File: src/logic/mdec_config.svh
`ifndef MDEC_CONFIG_SVH
`define MDEC_CONFIG_SVH

// Stream word that terminates a block
// Also used as padding between blocks
`define MDEC_END_OF_BLOCK 16'hFE00

// Blocks in one colour macroblock, Cr Cb Y0 Y1 Y2 Y3
`define MDEC_BLOCKS_PER_MB 6

// Fixed block number in monochrome mode, selects luma table
`define MDEC_MONO_BLOCK 2

// Effective scale for the DC term, cancels the final divide by 8
`define MDEC_DC_SCALE 8

// Effective scale for uncompressed full blocks, gives level x 2
`define MDEC_FULL_SCALE 16

// Rows of four packed 7-bit entries per quantization table
`define MDEC_QUANT_ROWS 16

`endif

File: src/logic/mdecCoefPkg.sv
package mdecCoefPkg;

	// --------------------------------------------------
	// Coefficient arithmetic types
	// --------------------------------------------------

	// Signed level as found in bits 9:0 of a stream word
	typedef logic signed [9:0] coefIn_t;

	// Quantizer scale, bits 15:10 of a DC word
	typedef logic [5:0] scale_t;

	// One quantization table entry
	typedef logic [6:0] quant_t;

	// Four packed entries per table row
	// Entry k sits at bits 7k+6 down to 7k
	typedef logic [27:0] quantWord_t;

	// Level times effective scale
	// 10 bit x 6 bit fits easily in 16 bit
	typedef logic signed [15:0] scaled_t;

	// Saturated coefficient for IDCT storage, -2048..2047
	typedef logic signed [11:0] coefOut_t;

endpackage

File: src/logic/mdecStreamPkg.sv
package mdecStreamPkg;

	// --------------------------------------------------
	// Stream and block addressing types
	// --------------------------------------------------

	// Raw compressed word, run or scale on top, level below
	typedef logic [15:0] rleWord_t;

	// Position inside an 8x8 block
	// Used for both zigzag and natural order
	typedef logic [5:0] coefIdx_t;

	// Block number within a macroblock, 0..5
	typedef logic [2:0] blockNum_t;

	// Run-length decoder FSM
	// WaitDc skips padding until a DC word shows up
	// InAc expands run/level pairs until the block ends
	typedef enum logic {
		WaitDc,
		InAc
	} rleState_t;

endpackage

File: src/logic/coefLoadIf.sv
`timescale 1ns/1ns

interface coefLoadIf;

	// One-cycle strobe per coefficient, no acknowledge
	logic                        dataWrt;
	mdecCoefPkg::coefIn_t        dataIn;
	mdecCoefPkg::scale_t         scale;
	logic                        isDc;
	// Natural order, where the IDCT stores it
	mdecStreamPkg::coefIdx_t     index;
	// Zigzag order, quantization tables are kept this way
	mdecStreamPkg::coefIdx_t     zagIndex;
	logic                        fullBlockType;
	mdecStreamPkg::blockNum_t    blockNum;
	// Own cycle after the last load, dataWrt low
	logic                        matrixComplete;

	// Run-length side drives everything
	modport decoder (
		output dataWrt, dataIn, scale, isDc, index, zagIndex,
		output fullBlockType, blockNum, matrixComplete
	);

	// Dequantizer only listens
	modport dequant (
		input dataWrt, dataIn, scale, isDc, index, zagIndex,
		input fullBlockType, blockNum, matrixComplete
	);

endinterface

File: src/logic/rleDecoder.sv
`timescale 1ns/1ns

`include "mdec_config.svh"

module rleDecoder (
	input  logic                       i_clk,
	input  logic                       i_arstN,
	input  logic                       i_dataValid,
	input  mdecStreamPkg::rleWord_t    i_data,
	input  logic                       i_fullBlockType,
	input  logic                       i_monochrome,
	coefLoadIf.decoder                 o_load
);

	// --------------------------------------------------
	// Zigzag position to natural index
	// --------------------------------------------------
	localparam mdecStreamPkg::coefIdx_t zigToNat [0:63] = '{
		 0,  1,  8, 16,  9,  2,  3, 10,
		17, 24, 32, 25, 18, 11,  4,  5,
		12, 19, 26, 33, 40, 48, 41, 34,
		27, 20, 13,  6,  7, 14, 21, 28,
		35, 42, 49, 56, 57, 50, 43, 36,
		29, 22, 15, 23, 30, 37, 44, 51,
		58, 59, 52, 45, 38, 31, 39, 46,
		53, 60, 61, 54, 47, 55, 62, 63
	};

	mdecStreamPkg::rleState_t   state;
	mdecStreamPkg::coefIdx_t    pos;
	mdecCoefPkg::scale_t        blockScale;
	mdecStreamPkg::blockNum_t   blkCnt;
	logic                       monoPrev;

	// --------------------------------------------------
	// Word decode
	// --------------------------------------------------
	logic                       isEob;
	mdecCoefPkg::scale_t        wordScale;
	logic [5:0]                 run;
	mdecCoefPkg::coefIn_t       level;
	// One extra bit to catch a run past 63
	logic [6:0]                 nextPos;
	mdecStreamPkg::coefIdx_t    loadPos;
	mdecStreamPkg::blockNum_t   curBlk;
	logic                       doDc;
	logic                       doAc;
	logic                       endBlk;

	assign isEob     = (i_data == `MDEC_END_OF_BLOCK);
	// Same bit field, scale on a DC word, run on an AC word
	assign wordScale = i_data[15:10];
	assign run       = i_data[15:10];
	assign level     = i_data[9:0];
	assign nextPos   = {1'b0, pos} + {1'b0, run} + 7'd1;

	// Padding in WaitDc falls through all three
	assign doDc   = i_dataValid && (state == mdecStreamPkg::WaitDc) && !isEob;
	assign doAc   = i_dataValid && (state == mdecStreamPkg::InAc) && !isEob && !nextPos[6];
	// EOB word or overflow; the overflowing word is dropped
	assign endBlk = i_dataValid && (state == mdecStreamPkg::InAc) && (isEob || nextPos[6]);

	assign loadPos = doDc ? 6'd0 : nextPos[5:0];
	assign curBlk  = i_monochrome ? mdecStreamPkg::blockNum_t'(`MDEC_MONO_BLOCK) : blkCnt;

	// --------------------------------------------------
	// FSM and block counter
	// --------------------------------------------------
	always_ff @(posedge i_clk or negedge i_arstN)
	begin
		if (!i_arstN)
		begin
			state                 <= mdecStreamPkg::WaitDc;
			pos                   <= '0;
			blkCnt                <= '0;
			monoPrev              <= 1'b0;
			o_load.dataWrt        <= 1'b0;
			o_load.matrixComplete <= 1'b0;
		end
		else
		begin
			o_load.dataWrt        <= doDc || doAc;
			o_load.matrixComplete <= endBlk;
			monoPrev              <= i_monochrome;

			if (doDc)
			begin
				state <= mdecStreamPkg::InAc;
				pos   <= '0;
			end
			// Position 63 alone keeps the block open
			if (doAc)
				pos <= nextPos[5:0];
			if (endBlk)
				state <= mdecStreamPkg::WaitDc;

			// Mode switch restarts the macroblock
			if (i_monochrome != monoPrev)
				blkCnt <= '0;
			else if (endBlk && !i_monochrome)
				blkCnt <= (blkCnt == 3'(`MDEC_BLOCKS_PER_MB - 1)) ? 3'd0 : blkCnt + 3'd1;
		end
	end

	// Load payload, qualified by dataWrt downstream
	always_ff @(posedge i_clk)
	begin
		if (doDc)
			blockScale <= wordScale;
		o_load.dataIn        <= level;
		// DC word carries the scale itself, AC reuses it
		o_load.scale         <= doDc ? wordScale : blockScale;
		o_load.isDc          <= doDc;
		o_load.index         <= zigToNat[loadPos];
		o_load.zagIndex      <= loadPos;
		o_load.fullBlockType <= i_fullBlockType;
		// Also tags the end pulse with the finishing block
		o_load.blockNum      <= curBlk;
	end

	// Load and end pulse never share a cycle
	loadCompleteExclusive: assert property (
		@(posedge i_clk) disable iff (!i_arstN)
		!(o_load.dataWrt && o_load.matrixComplete)
	);

endmodule

File: src/logic/dequantizer.sv
`timescale 1ns/1ns

`include "mdec_config.svh"

module dequantizer (
	input  logic                        i_clk,
	input  logic                        i_arstN,
	coefLoadIf.dequant                  i_load,
	input  logic                        i_quantWrt,
	input  mdecCoefPkg::quantWord_t     i_quantValue,
	input  logic [3:0]                  i_quantAdr,
	input  logic                        i_quantTblSelect,
	output logic                        o_write,
	output mdecStreamPkg::coefIdx_t     o_writeIdx,
	output mdecStreamPkg::blockNum_t    o_blockNum,
	output mdecCoefPkg::coefOut_t       o_coefValue,
	output logic                        o_matrixComplete
);

	// --------------------------------------------------
	// Stage 0
	// --------------------------------------------------
	// Level x effective scale, issue table read

	mdecCoefPkg::scale_t      effScale;
	logic signed [6:0]        signedScale;
	mdecCoefPkg::scaled_t     multF;
	// Blocks 2..5 are luma, table 1
	logic                     selectTable;

	assign effScale    = i_load.fullBlockType ? mdecCoefPkg::scale_t'(`MDEC_FULL_SCALE)
	                   : i_load.isDc ? mdecCoefPkg::scale_t'(`MDEC_DC_SCALE)
	                   : i_load.scale;
	// Keep the scale positive in a signed multiply
	assign signedScale = {1'b0, effScale};
	assign multF       = mdecCoefPkg::scaled_t'(i_load.dataIn)
	                   * mdecCoefPkg::scaled_t'(signedScale);
	assign selectTable = i_load.blockNum[2] | i_load.blockNum[1];

	logic                       pWrite;
	logic                       pMatrixComplete;
	mdecStreamPkg::coefIdx_t    pIndex;
	mdecStreamPkg::blockNum_t   pBlk;
	logic                       pFullBlk;
	mdecCoefPkg::scaled_t       pMultF;

	always_ff @(posedge i_clk or negedge i_arstN)
	begin
		if (!i_arstN)
		begin
			pWrite          <= 1'b0;
			pMatrixComplete <= 1'b0;
		end
		else
		begin
			pWrite          <= i_load.dataWrt;
			pMatrixComplete <= i_load.matrixComplete;
		end
	end

	always_ff @(posedge i_clk)
	begin
		pIndex   <= i_load.index;
		pBlk     <= i_load.blockNum;
		pFullBlk <= i_load.fullBlockType;
		pMultF   <= multF;
	end

	// --------------------------------------------------
	// Quantization table RAM, two tables of 16 rows
	// --------------------------------------------------
	mdecCoefPkg::quantWord_t   quantTbl [0:2*`MDEC_QUANT_ROWS-1];
	logic [4:0]                quantRdAdr;
	logic [1:0]                pEntrySel;
	mdecCoefPkg::quantWord_t   quantRow;
	mdecCoefPkg::quant_t       quantEntry;

	always_ff @(posedge i_clk)
	begin
		if (i_quantWrt)
			quantTbl[{i_quantTblSelect, i_quantAdr}] <= i_quantValue;
		// Row from zigzag bits 5:2, entry from 1:0
		quantRdAdr <= {selectTable, i_load.zagIndex[5:2]};
		pEntrySel  <= i_load.zagIndex[1:0];
	end

	assign quantRow = quantTbl[quantRdAdr];

	always_comb
	begin
		case (pEntrySel)
			2'd0:    quantEntry = quantRow[6:0];
			2'd1:    quantEntry = quantRow[13:7];
			2'd2:    quantEntry = quantRow[20:14];
			default: quantEntry = quantRow[27:21];
		endcase
	end

	// --------------------------------------------------
	// Stage 1
	// --------------------------------------------------
	// x quant, /8 with floor, clamp to 12 bit

	logic signed [7:0]        quant;
	logic signed [23:0]       outCalc;
	logic signed [23:0]       shifted;
	mdecCoefPkg::coefOut_t    clipped;

	// Full block ignores the table
	assign quant   = pFullBlk ? 8'sd1 : $signed({1'b0, quantEntry});
	assign outCalc = 24'(pMultF) * 24'(quant);
	assign shifted = outCalc >>> 3;

	// Symmetric clamp, negative overflow pins to -2048
	always_comb
	begin
		if (shifted > 24'sd2047)
			clipped = 12'sd2047;
		else if (shifted < -24'sd2048)
			clipped = -12'sd2048;
		else
			clipped = shifted[11:0];
	end

	always_ff @(posedge i_clk or negedge i_arstN)
	begin
		if (!i_arstN)
		begin
			o_write          <= 1'b0;
			o_matrixComplete <= 1'b0;
		end
		else
		begin
			o_write          <= pWrite;
			o_matrixComplete <= pMatrixComplete;
		end
	end

	always_ff @(posedge i_clk)
	begin
		o_writeIdx  <= pIndex;
		o_blockNum  <= pBlk;
		o_coefValue <= clipped;
	end

	// Pulses stay exclusive through both stages
	writeCompleteExclusive: assert property (
		@(posedge i_clk) disable iff (!i_arstN)
		!(o_write && o_matrixComplete)
	);

endmodule

File: src/logic/mdecFrontEnd.sv
`timescale 1ns/1ns

module mdecFrontEnd (
	input  logic                        i_clk,
	input  logic                        i_arstN,

	// Compressed stream, one word per cycle at most
	input  logic                        i_dataValid,
	input  mdecStreamPkg::rleWord_t     i_data,
	input  logic                        i_fullBlockType,
	input  logic                        i_monochrome,

	// Quantization table load port
	input  logic                        i_quantWrt,
	input  mdecCoefPkg::quantWord_t     i_quantValue,
	input  logic [3:0]                  i_quantAdr,
	input  logic                        i_quantTblSelect,

	// Coefficients toward IDCT storage, three cycles after the word
	output logic                        o_write,
	output mdecStreamPkg::coefIdx_t     o_writeIdx,
	output mdecStreamPkg::blockNum_t    o_blockNum,
	output mdecCoefPkg::coefOut_t       o_coefValue,
	output logic                        o_matrixComplete
);

	// Decoder to dequantizer load bus
	coefLoadIf loadBus ();

	// Stream parse, zigzag map, block count
	rleDecoder i_rleDecoder (
		.i_clk           (i_clk),
		.i_arstN         (i_arstN),
		.i_dataValid     (i_dataValid),
		.i_data          (i_data),
		.i_fullBlockType (i_fullBlockType),
		.i_monochrome    (i_monochrome),
		.o_load          (loadBus.decoder)
	);

	// Scale, quantize, saturate
	dequantizer i_dequantizer (
		.i_clk            (i_clk),
		.i_arstN          (i_arstN),
		.i_load           (loadBus.dequant),
		.i_quantWrt       (i_quantWrt),
		.i_quantValue     (i_quantValue),
		.i_quantAdr       (i_quantAdr),
		.i_quantTblSelect (i_quantTblSelect),
		.o_write          (o_write),
		.o_writeIdx       (o_writeIdx),
		.o_blockNum       (o_blockNum),
		.o_coefValue      (o_coefValue),
		.o_matrixComplete (o_matrixComplete)
	);

endmodule

File: config.mk
export PLATFORM = sky130hd
export DESIGN_NAME = mdecFrontEnd
export DESIGN_NICKNAME = d
export VERILOG_FILES = /design/src/logic/mdecCoefPkg.sv /design/src/logic/mdecStreamPkg.sv /design/src/logic/coefLoadIf.sv /design/src/logic/rleDecoder.sv /design/src/logic/dequantizer.sv /design/src/logic/mdecFrontEnd.sv
export VERILOG_INCLUDE_DIRS = /design/src /design/src/logic
export SDC_FILE = /design/constraint.sdc
export NUM_CORES = 1
export LEC_CHECK = 0
export BUFFER_PORTS_ARGS = -buffer_cell sky130_fd_sc_hd__buf_2
export CAP_MARGIN = 20
export CORE_ASPECT_RATIO = 0.6
export CORE_MARGIN = 5
export CORE_UTILIZATION = 30
export CTS_CLUSTER_SIZE = 10
export DETAILED_ROUTE_END_ITERATION = 16
export PLACE_DENSITY = 0.53
export SETUP_SLACK_MARGIN = 0.1
export SLEW_MARGIN = 10
export SYNTH_ARGS = -nofsm -noshare
export SYNTH_HDL_FRONTEND = slang
export SYNTH_SLANG_ARGS = --single-unit
File: constraint.sdc
create_clock -name i_clk -period 8.38 [get_ports i_clk]
set_input_delay 1.257 -clock i_clk [delete_from_list [all_inputs] [get_ports i_clk]]
set_output_delay 1.257 -clock i_clk [all_outputs]
set_load 0.01 [all_outputs]
Word level (Yosys, flattened, before mapping)
Memory sizes are Yosys's and may differ from the RTL's. A register that Yosys moved wholly into a read port is not among the register bits.
Cells that the tools add are included.

word-level totals
  bits in registers = 93
  bits in writable memories = 896
  ROM bits = 384
  input bits = 55
  output and inout bits = 23
  memories = 2

memories
  memory                  depth  bits a word  rd ports  clocked after Yosys merged registers in  wr ports  RTL line           text
  i_dequantizer.quantTbl  32     28           1         1                                        1         dequantizer.sv:72  mdecCoefPkg::quantWord_t quantTbl [0:2*`MDEC_QUANT_ROWS-1];
  (no name shown)         64     6            1         1                                        0         rleDecoder.sv:114  o_load.index <= zigToNat[loadPos];

cells by class
  $add $sub $neg = 3
  $mul = 2
  order comparisons = 2
  eq/ne operators = 5
  mux-type cells = 15
  bitwise operators = 3
  reduce and logical (&&, ||, !) cells = 16

operator list
  kind                    count
  $mux W6                 5
  $mul A16 B8 Y24         1
  $gt A21 B12 Y1 const B  1
  $lt A21 B12 Y1 const B  1
  $pmux W7 S3             1
  $eq A16 B16 Y1 const B  1
  $mul A10 B7 Y16         1
  $mux W12                1
  $mux W3                 3
  $add A6 B6 Y7           1
  $add A7 B1 Y7 const B   1
  $logic_and A1 B1 Y1     7
  $mux W7                 1
  $not A6 Y7              1
  $reduce_bool A2 Y1      3
  $mux W1                 4
  $add A3 B1 Y3 const B   1
  $eq A3 B3 Y1 const B    1
  $logic_not A1 Y1        3
  $eq A2 B1 Y1 const B    1
  $eq A2 B2 Y1 const B    1
  $logic_not A2 Y1        1
  $logic_or A1 B1 Y1      2
  $ne A1 B1 Y1            1
  2 further kinds         2

Longest topological paths before layout
Gate-level depths: netlist of run 1.

  depth in word-level cells = 7
  depth in mapped cells = 30

Cells and area by module
From an unflattened synthesis of run 1, not the netlist that was laid out.

unflattened totals
  cells, all modules = 2415
  area, all modules = 44491.4 µm²

modules (own cells, without submodules)
  module       instances  cells each  area each (µm²)  sequential area each (µm²)
  dequantizer  1          2168        41932.7          28086.9
  rleDecoder   1          247         2558.7           1046.0

Worst setup path after synthesis of run 1
Ideal clock, no wire load.

  path type = flip-flop to flip-flop
  start point = register with a tool-made name
  end point = register i_dequantizer.o_coefValue[0]
  setup time = 0.132 ns
  data arrival time = 7.307 ns
  data required time = 8.248 ns
  path slack = 0.941 ns
  stages on the path, launching flop included = 26
  path buffers = 5
  path through = dfxtp_1 -> buf_2 -> clkbuf_1 -> clkbuf_1 -> mux4_2 -> mux4_2 -> mux4_2 -> a21oi_2 -> buf_2 -> nor2_1 -> fa_1 -> fa_1 -> fa_1 -> inv_1 -> fa_1 -> inv_1 -> ha_1 -> a21oi_1 -> o21ai_0 -> or4b_2 -> a221o_1 -> nand2_1 -> nand4_1 -> o41ai_1 -> clkbuf_1 -> o21ai_0

RTL lines
  item                  RTL line            text
  to (signal assigned)  dequantizer.sv:143  o_coefValue <= clipped;
  to (decl)             dequantizer.sv:16   output mdecCoefPkg::coefOut_t o_coefValue,

==> metrics.md, run 1 <==
| Metric | Value |
|---|---|
| Outcome | `finished clean` |
| Tightest Hold Check Type | `reg -> reg` |
| Finish-stage setup viols | `0` |
| Number of flops mapped to enable cells by yosys | `902` |
| GRT overflow | `0` |
| Row cnt | `109` |
| CP startpoint kind | `flop` |
| Crit path DAT | `approximately 8500 ps` |
| Die area | `156300 um^2` |
| CTS H-tree lvls | `3` |
| CP delay by family, top | `adder cells` |
| Cells after synthesis | `2449` |
| Clock tree from TritonCTS | `done` |
| CTS Root Cell | `clkbuf_16` |
| Crit path cell chain | `buf_4 -> mux4_2 -> mux4_2 -> mux4_2 -> mux2_4 -> nor2b_1 -> fa_1 -> fa_1 -> fa_1 -> inv_1 -> fa_1 -> inv_1 -> ha_1 -> nand2_1 -> a2111o_1 -> nand2b_1 -> a2111oi_1 -> nor3_1 -> nor3_2 -> a41oi_1 -> buf_4 -> o21ai_0` |
| CTS clk-pin slew, worst paths | `60 ps` |
| Tmin final | `7888 ps` |
| Mean area per synthesized cell | `18.16 um^2` |
| CTS Buf Count | `111` |
| Unrepaired setup endpoints after global routing | `false` |
| HPWL after DPL | `69490 um` |
| Register bit total from synthesis | `1000` |
| Seq/Total Area, Yosys | `between 60% and 70%` |
| Initial detailed-routing violation count | `around 2300` |
| Setup CP Type | `reg -> reg` |
| Max Root-Sink Buffers | `3` |
| PortBufs | `77` |
| # fillers | `13790` |
| Ys flop type | `edfxtp_1` |
| Fin. Hold Viols | `0` |
| First-pass GRT wire length | `about 170000 um` |
| Buf/Inv on CP | `4` |
| Worst Path Max Fanout | `16` |
| Asr flop ratio synth | `1.700%` |
| Fraction of layout cells with a size suffix above 1 | `23.72%` |
| Nets | `2893` |
| Mapped Nets | `2727` |
| Setup_tns | `0 ps` |
| HP Start | `i_dequantizer.pIndex[1]` |
| Max Fclk | `0.1268 GHz` |
| Slowest cell delay on critical path | `about 610 ps` |
| Netlist area before placement | `44460 um^2` |
| Gr usage total | `between 10% and 20%` |
| Hold_buf cts | `0` |
| Worst Skew | `61.85 ps` |
| Max Cap Viol | `0` |
| Worst slew pin tran | `1096 ps` |
| Period utilization | `94.12%` |
| Die width | `just over 500 um` |
| Routed Antenna Nets | `0` |
| Vias in the first global route | `roughly 24000` |
| Crit end category | `flop` |
| Drt pass-1 iters | `5` |
| Area growth from synthesis to layout | `14.65%` |
| Final WL | `roughly 110000 um` |
| Most used cell, CP | `fa_1` |
| Worst slew margin | `between 20% and 30%` |
| Max-slew violations | `0` |
| Post-route DRC | `0` |
| Ys Warns | `0` |
| I/O pin cnt | `78` |
| Core Region | `147300 um^2` |
| Post-synthesis cell type count | `73` |
| Vias per cell | `5.026` |
| Most frequent cells in the layout | `edfxtp_1 (902), mux4_2 (292), inv_1 (205), fa_1 (128), clkbuf_16 (113)` |
| Vert. Die Dim | `between 300 and 400 um` |
| WL/cell | `about 25 um` |
| RePlAce Congestion | `0.8162` |
| Vias | `23170` |
| Critical path's slowest cell | `mux4_2` |
| CTS sink count | `1000` |
| Initial core utilization | `30.19%` |
| Most common cell after layout, fill and taps aside | `edfxtp_1` |
| Worst skew pair latency | `730 ps` |
| WP data required | `9010 ps` |
| Largest net degree at the start of global routing | `76` |
| Initial antenna violation count | `10` |
timing repair:
item | 4_1_cts | 5_1_grt
resized for setup | 0 | 18
buffers inserted | 0 | 1
endpoints found under the setup margin | 0 | 11
area by class of cell:
class,instances,area (um^2),area share (%)
timing repair buffer,153,1175,2.305
clock inverter,12,211.5,0.4148
antenna,8,20.02,0.03927
multi-input combinational,1142,14300,28.06
clock buffer,146,2909,5.707
tap,1942,2430,4.767
inverter,207,777.0,1.524
sequential,1000,29150,57.18
registers in the layout (all words and copies together), names as in the netlist, 6 cells and up, named ones only:
register and count:
i_dequantizer.quantTbl 896, i_rleDecoder.o_load.index 6, i_rleDecoder.pos 6, i_rleDecoder.blockScale 6, i_rleDecoder.o_load.zagIndex 6, i_rleDecoder.o_load.dataIn 10, i_dequantizer.o_coefValue 12, i_dequantizer.o_writeIdx 6
i_dequantizer.pIndex 6, i_dequantizer.pMultF 16
stage by stage:
stage / worst slack, ps / std cells / hold slack [ps] / area, um^2 / util (%)
after floorplan: 940.6 / 2449 / 309.6 / 44460 / -
after global placement: 424.6 / 4440 / 312.7 / 47670 / 32.37
after detailed placement: 242.1 / 4440 / 312.1 / 47670 / 32.37
after CTS: 206.6 / 4598 / 324.0 / 50790 / 34.49
after global routing: 123.8 / 4604 / 331.3 / 50960 / 34.60
final: 492.5 / 4610 / 323.9 / 50980 / 34.61
kinds of logic after synthesis:
kind of cell               after synthesis  share of synthesized area, %
DFF                                   1000                         65.52
and+or+nand+nor                        395                         4.477
buffers and inverters                  307                         2.960
muxes                                  305                         15.12
adders and majority gates              223                         8.437
AOI/OAI and AO/OA                      179                         2.699
xor gates and xnor gates                40                        0.7879
metal layers:
| metal | global-route usage (%) | up-vias | routed length [um] |
|---|---|---|---|
| met5 | 0 | - | 11 |
| met4 | 3.151 | 2 | 1981 |
| met3 | 3.979 | 143 | 9449 |
| met2 | 20.91 | 908 | 48920 |
| met1 | 21.92 | 12330 | 54070 |
| li1 | - | 9787 | - |
cells in the mapped netlist (all sizes together), types with 20 or more instances:
cell    instances  area [um^2]
buf            53        362.8
inv           207        777.0
dfxtp          81         1622
and2           25        156.4
fa            128         2562
nand2          75        281.5
nand2b         37        231.5
ha             95         1189
xnor2          29        254.0
edfxtp        902        27090
nor2b          43        269.0
and3           27        168.9
o21ai          48        240.2
mux4          292         6576
nand3          20        100.1
clkbuf         47        176.4
a21oi          38        193.9
nor2          116        435.4
path summary, 6_finish.rpt:
| kind | to | slack [ps] | cells past startpoint |
|---|---|---|---|
| min reg2reg | i_dequantizer.o_writeIdx[1] | 320 | 0 |
| max in group asynchronous | i_rleDecoder.pos[1] | 7590 | 1 |
| min | i_dequantizer.o_writeIdx[1] | 320 | 0 |
| min in group asynchronous | i_rleDecoder.blkCnt[1] | 500 | 1 |
| max | i_dequantizer.o_coefValue[2] | 490 | 22 |
| max reg2reg | i_dequantizer.o_coefValue[2] | 490 | 22 |
Power of run 1 is not shown: default switching activity piles up to over one toggle a cycle in this logic, so the estimate is an artifact.
==> run 2, diff against run 1 <==
RECOVER_POWER = 50   (was unset)
==> metrics.md, run 2 (same netlist as run 1, synthesis figures left out) <==
| Metric | Value |
|---|---|
| Max reg flops | `896 (unchanged)` |
| Crit end category | `flop` |
| Most used cell, CP | `fa_1` |
| Drt pass-1 iters | `7 (+2)` |
| Row cnt | `109 (unchanged)` |
| Vert. Die Dim | `308.2 um (unchanged)` |
| Crit path DAT | `8510 ps (about the same)` |
| HPWL after DPL | `69490 um (unchanged)` |
| WP data required | `9010 ps (about the same)` |
| Tmin final | `7877 ps (-10.42 ps)` |
| Worst skew pair latency | `730 ps (about the same)` |
| Fraction of layout cells with a size suffix above 1 | `21.92% (-1.8 points)` |
| CTS sink count | `1000 (unchanged)` |
| Most frequent cells in the layout | `edfxtp_1 (902), mux4_2 (292), inv_1 (205), fa_1 (128), clkbuf_16 (113)` |
| Gr usage total | `14.54% (unchanged)` |
| Hold path depth | `0 (unchanged)` |
| Unrepaired setup endpoints after global routing | `false` |
| RePlAce Congestion | `0.8162 (unchanged)` |
| Period utilization | `94.00% (-0.12 points)` |
| Setup_tns | `0 ps (unchanged)` |
| Max Cap Viol | `0 (unchanged)` |
| Final non-filler cell total | `4608 (-0.043%)` |
| CP delay by family, top | `adder cells` |
| Outcome | `finished clean` |
| Max Root-Sink Buffers | `3 (unchanged)` |
| First-pass GRT wire length | `167100 um (unchanged)` |
| Cell depth of the worst setup path | `22 (unchanged)` |
| Die width | `507.0 um (unchanged)` |
| Largest net degree at the start of global routing | `76 (unchanged)` |
| I/O pin cnt | `78 (unchanged)` |
| Buf/Inv on CP | `4 (unchanged)` |
| GRT overflow | `0 (unchanged)` |
| Top Registers | `i_dequantizer.quantTbl: 896 flops, i_dequantizer.pMultF: 16 flops, i_dequantizer.o_coefValue: 12 flops` |
| Worst slew margin | `7.709% (-19 points)` |
| CTS H-tree lvls | `3 (unchanged)` |
| Initial antenna violation count | `7 (-3)` |
| Most common cell after layout, fill and taps aside | `edfxtp_1` |
| Worst slew pin tran | `1384 ps (+288.2 ps)` |
| Clock tree from TritonCTS | `done` |
| CTS Root Cell | `clkbuf_16` |
| Routed Antenna Nets | `0 (unchanged)` |
| Setup CP Type | `reg -> reg` |
| Nets | `2893 (unchanged)` |
| WL/cell | `24.84 um (about the same)` |
| Vias | `23171 (+0.0043%)` |
| Biggest register | `i_dequantizer.quantTbl` |
| Area growth from synthesis to layout | `14.47%` |
| Worst Skew | `61.87 ps (+0.01260 ps)` |
| Critical path's slowest cell | `mux4_2` |
| Initial core utilization | `30.19% (unchanged)` |
| Final WL | `114500 um (about the same)` |
| Vias per cell | `5.028 (about the same)` |
| Slowest cell delay on critical path | `600 ps (about the same)` |
| Fin. Hold Viols | `0 (unchanged)` |
| Initial detailed-routing violation count | `2281 (-0.13%)` |
| CTS clk-pin slew, worst paths | `60 ps (about the same)` |
| CP startpoint kind | `flop` |
| Die area | `156300 um^2 (unchanged)` |
| Finish-stage setup viols | `0 (unchanged)` |
| Max Fclk | `0.1270 GHz (+0.13%)` |
| R2R depth | `22 (unchanged)` |
| Worst Path Max Fanout | `16 (unchanged)` |
| Vias in the first global route | `24109 (unchanged)` |
| Post-route DRC | `0 (unchanged)` |
| Max-slew violations | `0 (unchanged)` |
| Crit path cell chain | `buf_4 -> mux4_2 -> mux4_2 -> mux4_2 -> mux2_4 -> nor2b_1 -> fa_1 -> fa_1 -> fa_1 -> inv_1 -> fa_1 -> inv_1 -> ha_1 -> nand2_1 -> a2111o_1 -> nand2b_1 -> a2111oi_1 -> nor3_1 -> nor3_2 -> a41oi_1 -> buf_4 -> o21ai_0` |
| Tightest Hold Check Type | `reg -> reg` |
| Core Region | `147300 um^2 (unchanged)` |
| Hold slack | `324.1 ps (+0.1990 ps)` |
| PortBufs | `77 (unchanged)` |
| CTS Buf Count | `111 (unchanged)` |
| Cell count after placement | `4440 (unchanged)` |
-- run 2: changes by cell type in the layout (fill, tap and decap cells not counted) --
cell and change:
buf_2 -44, or3b_1 +1, buf_4 -1, nor2_1 +2, diode_2 -2, or3b_2 -1, nor2_4 -2, clkbuf_1 +45
-- run 2: final cells by class --
cell class	instances	area, um^2
inverter	207	777.0
tap	1942	2430
timing repair buffer	153	1116
clock buffer	146	2909
fill	13807	96400
antenna	6	15.01
sequential	1000	29150
clock inverter	12	211.5
multi-input combinational	1142	14290
-- run 2: timing repair --
action	in CTS	in global routing
setup buffers	0	1
setup endpoints to repair	0	11
resized for setup	0	18
hold buffers	0	0
-- run 2: layer usage --
metal / vias to the layer above / routed length (um) / global-route usage, % / part of all wire [%]
met3: 143 / 9240 / 3.979 / 8.1
met1: 12359 / 54180 / 21.92 / 47
met5: - / 11 / 0 / 0.0096
met4: 2 / 1973 / 3.151 / 1.7
met2: 875 / 49050 / 20.91 / 43
li1: 9792 / - / - / -
-- run 2: metrics by stage --
| step | util, % | instance area (um^2) | worst slack [ps] |
|---|---|---|---|
| 4_1_cts | 34.49 | 50790 | 206.6 |
| 6_report | 34.55 | 50900 | 502.9 |
| 2_1_floorplan | - | 44460 | 940.6 |
| 3_5_place_dp | 32.37 | 47670 | 242.1 |
| 5_1_grt | 34.55 | 50890 | 123.8 |
| 3_3_place_gp | 32.37 | 47670 | 424.6 |
-- run 2: path summary, 6_finish.rpt --
check                                   startpoint                      endpoint  slack (ps)
min in group asynchronous                  i_arstN        i_rleDecoder.blkCnt[2]         710
max                                           flop  i_dequantizer.o_coefValue[2]         500
max reg2reg                                   flop  i_dequantizer.o_coefValue[2]         500
min reg2reg                i_dequantizer.pIndex[1]   i_dequantizer.o_writeIdx[1]         320
max in group asynchronous                  i_arstN           i_rleDecoder.pos[1]        7070
min                        i_dequantizer.pIndex[1]   i_dequantizer.o_writeIdx[1]         320
Power of run 2 is left out for the same reason.
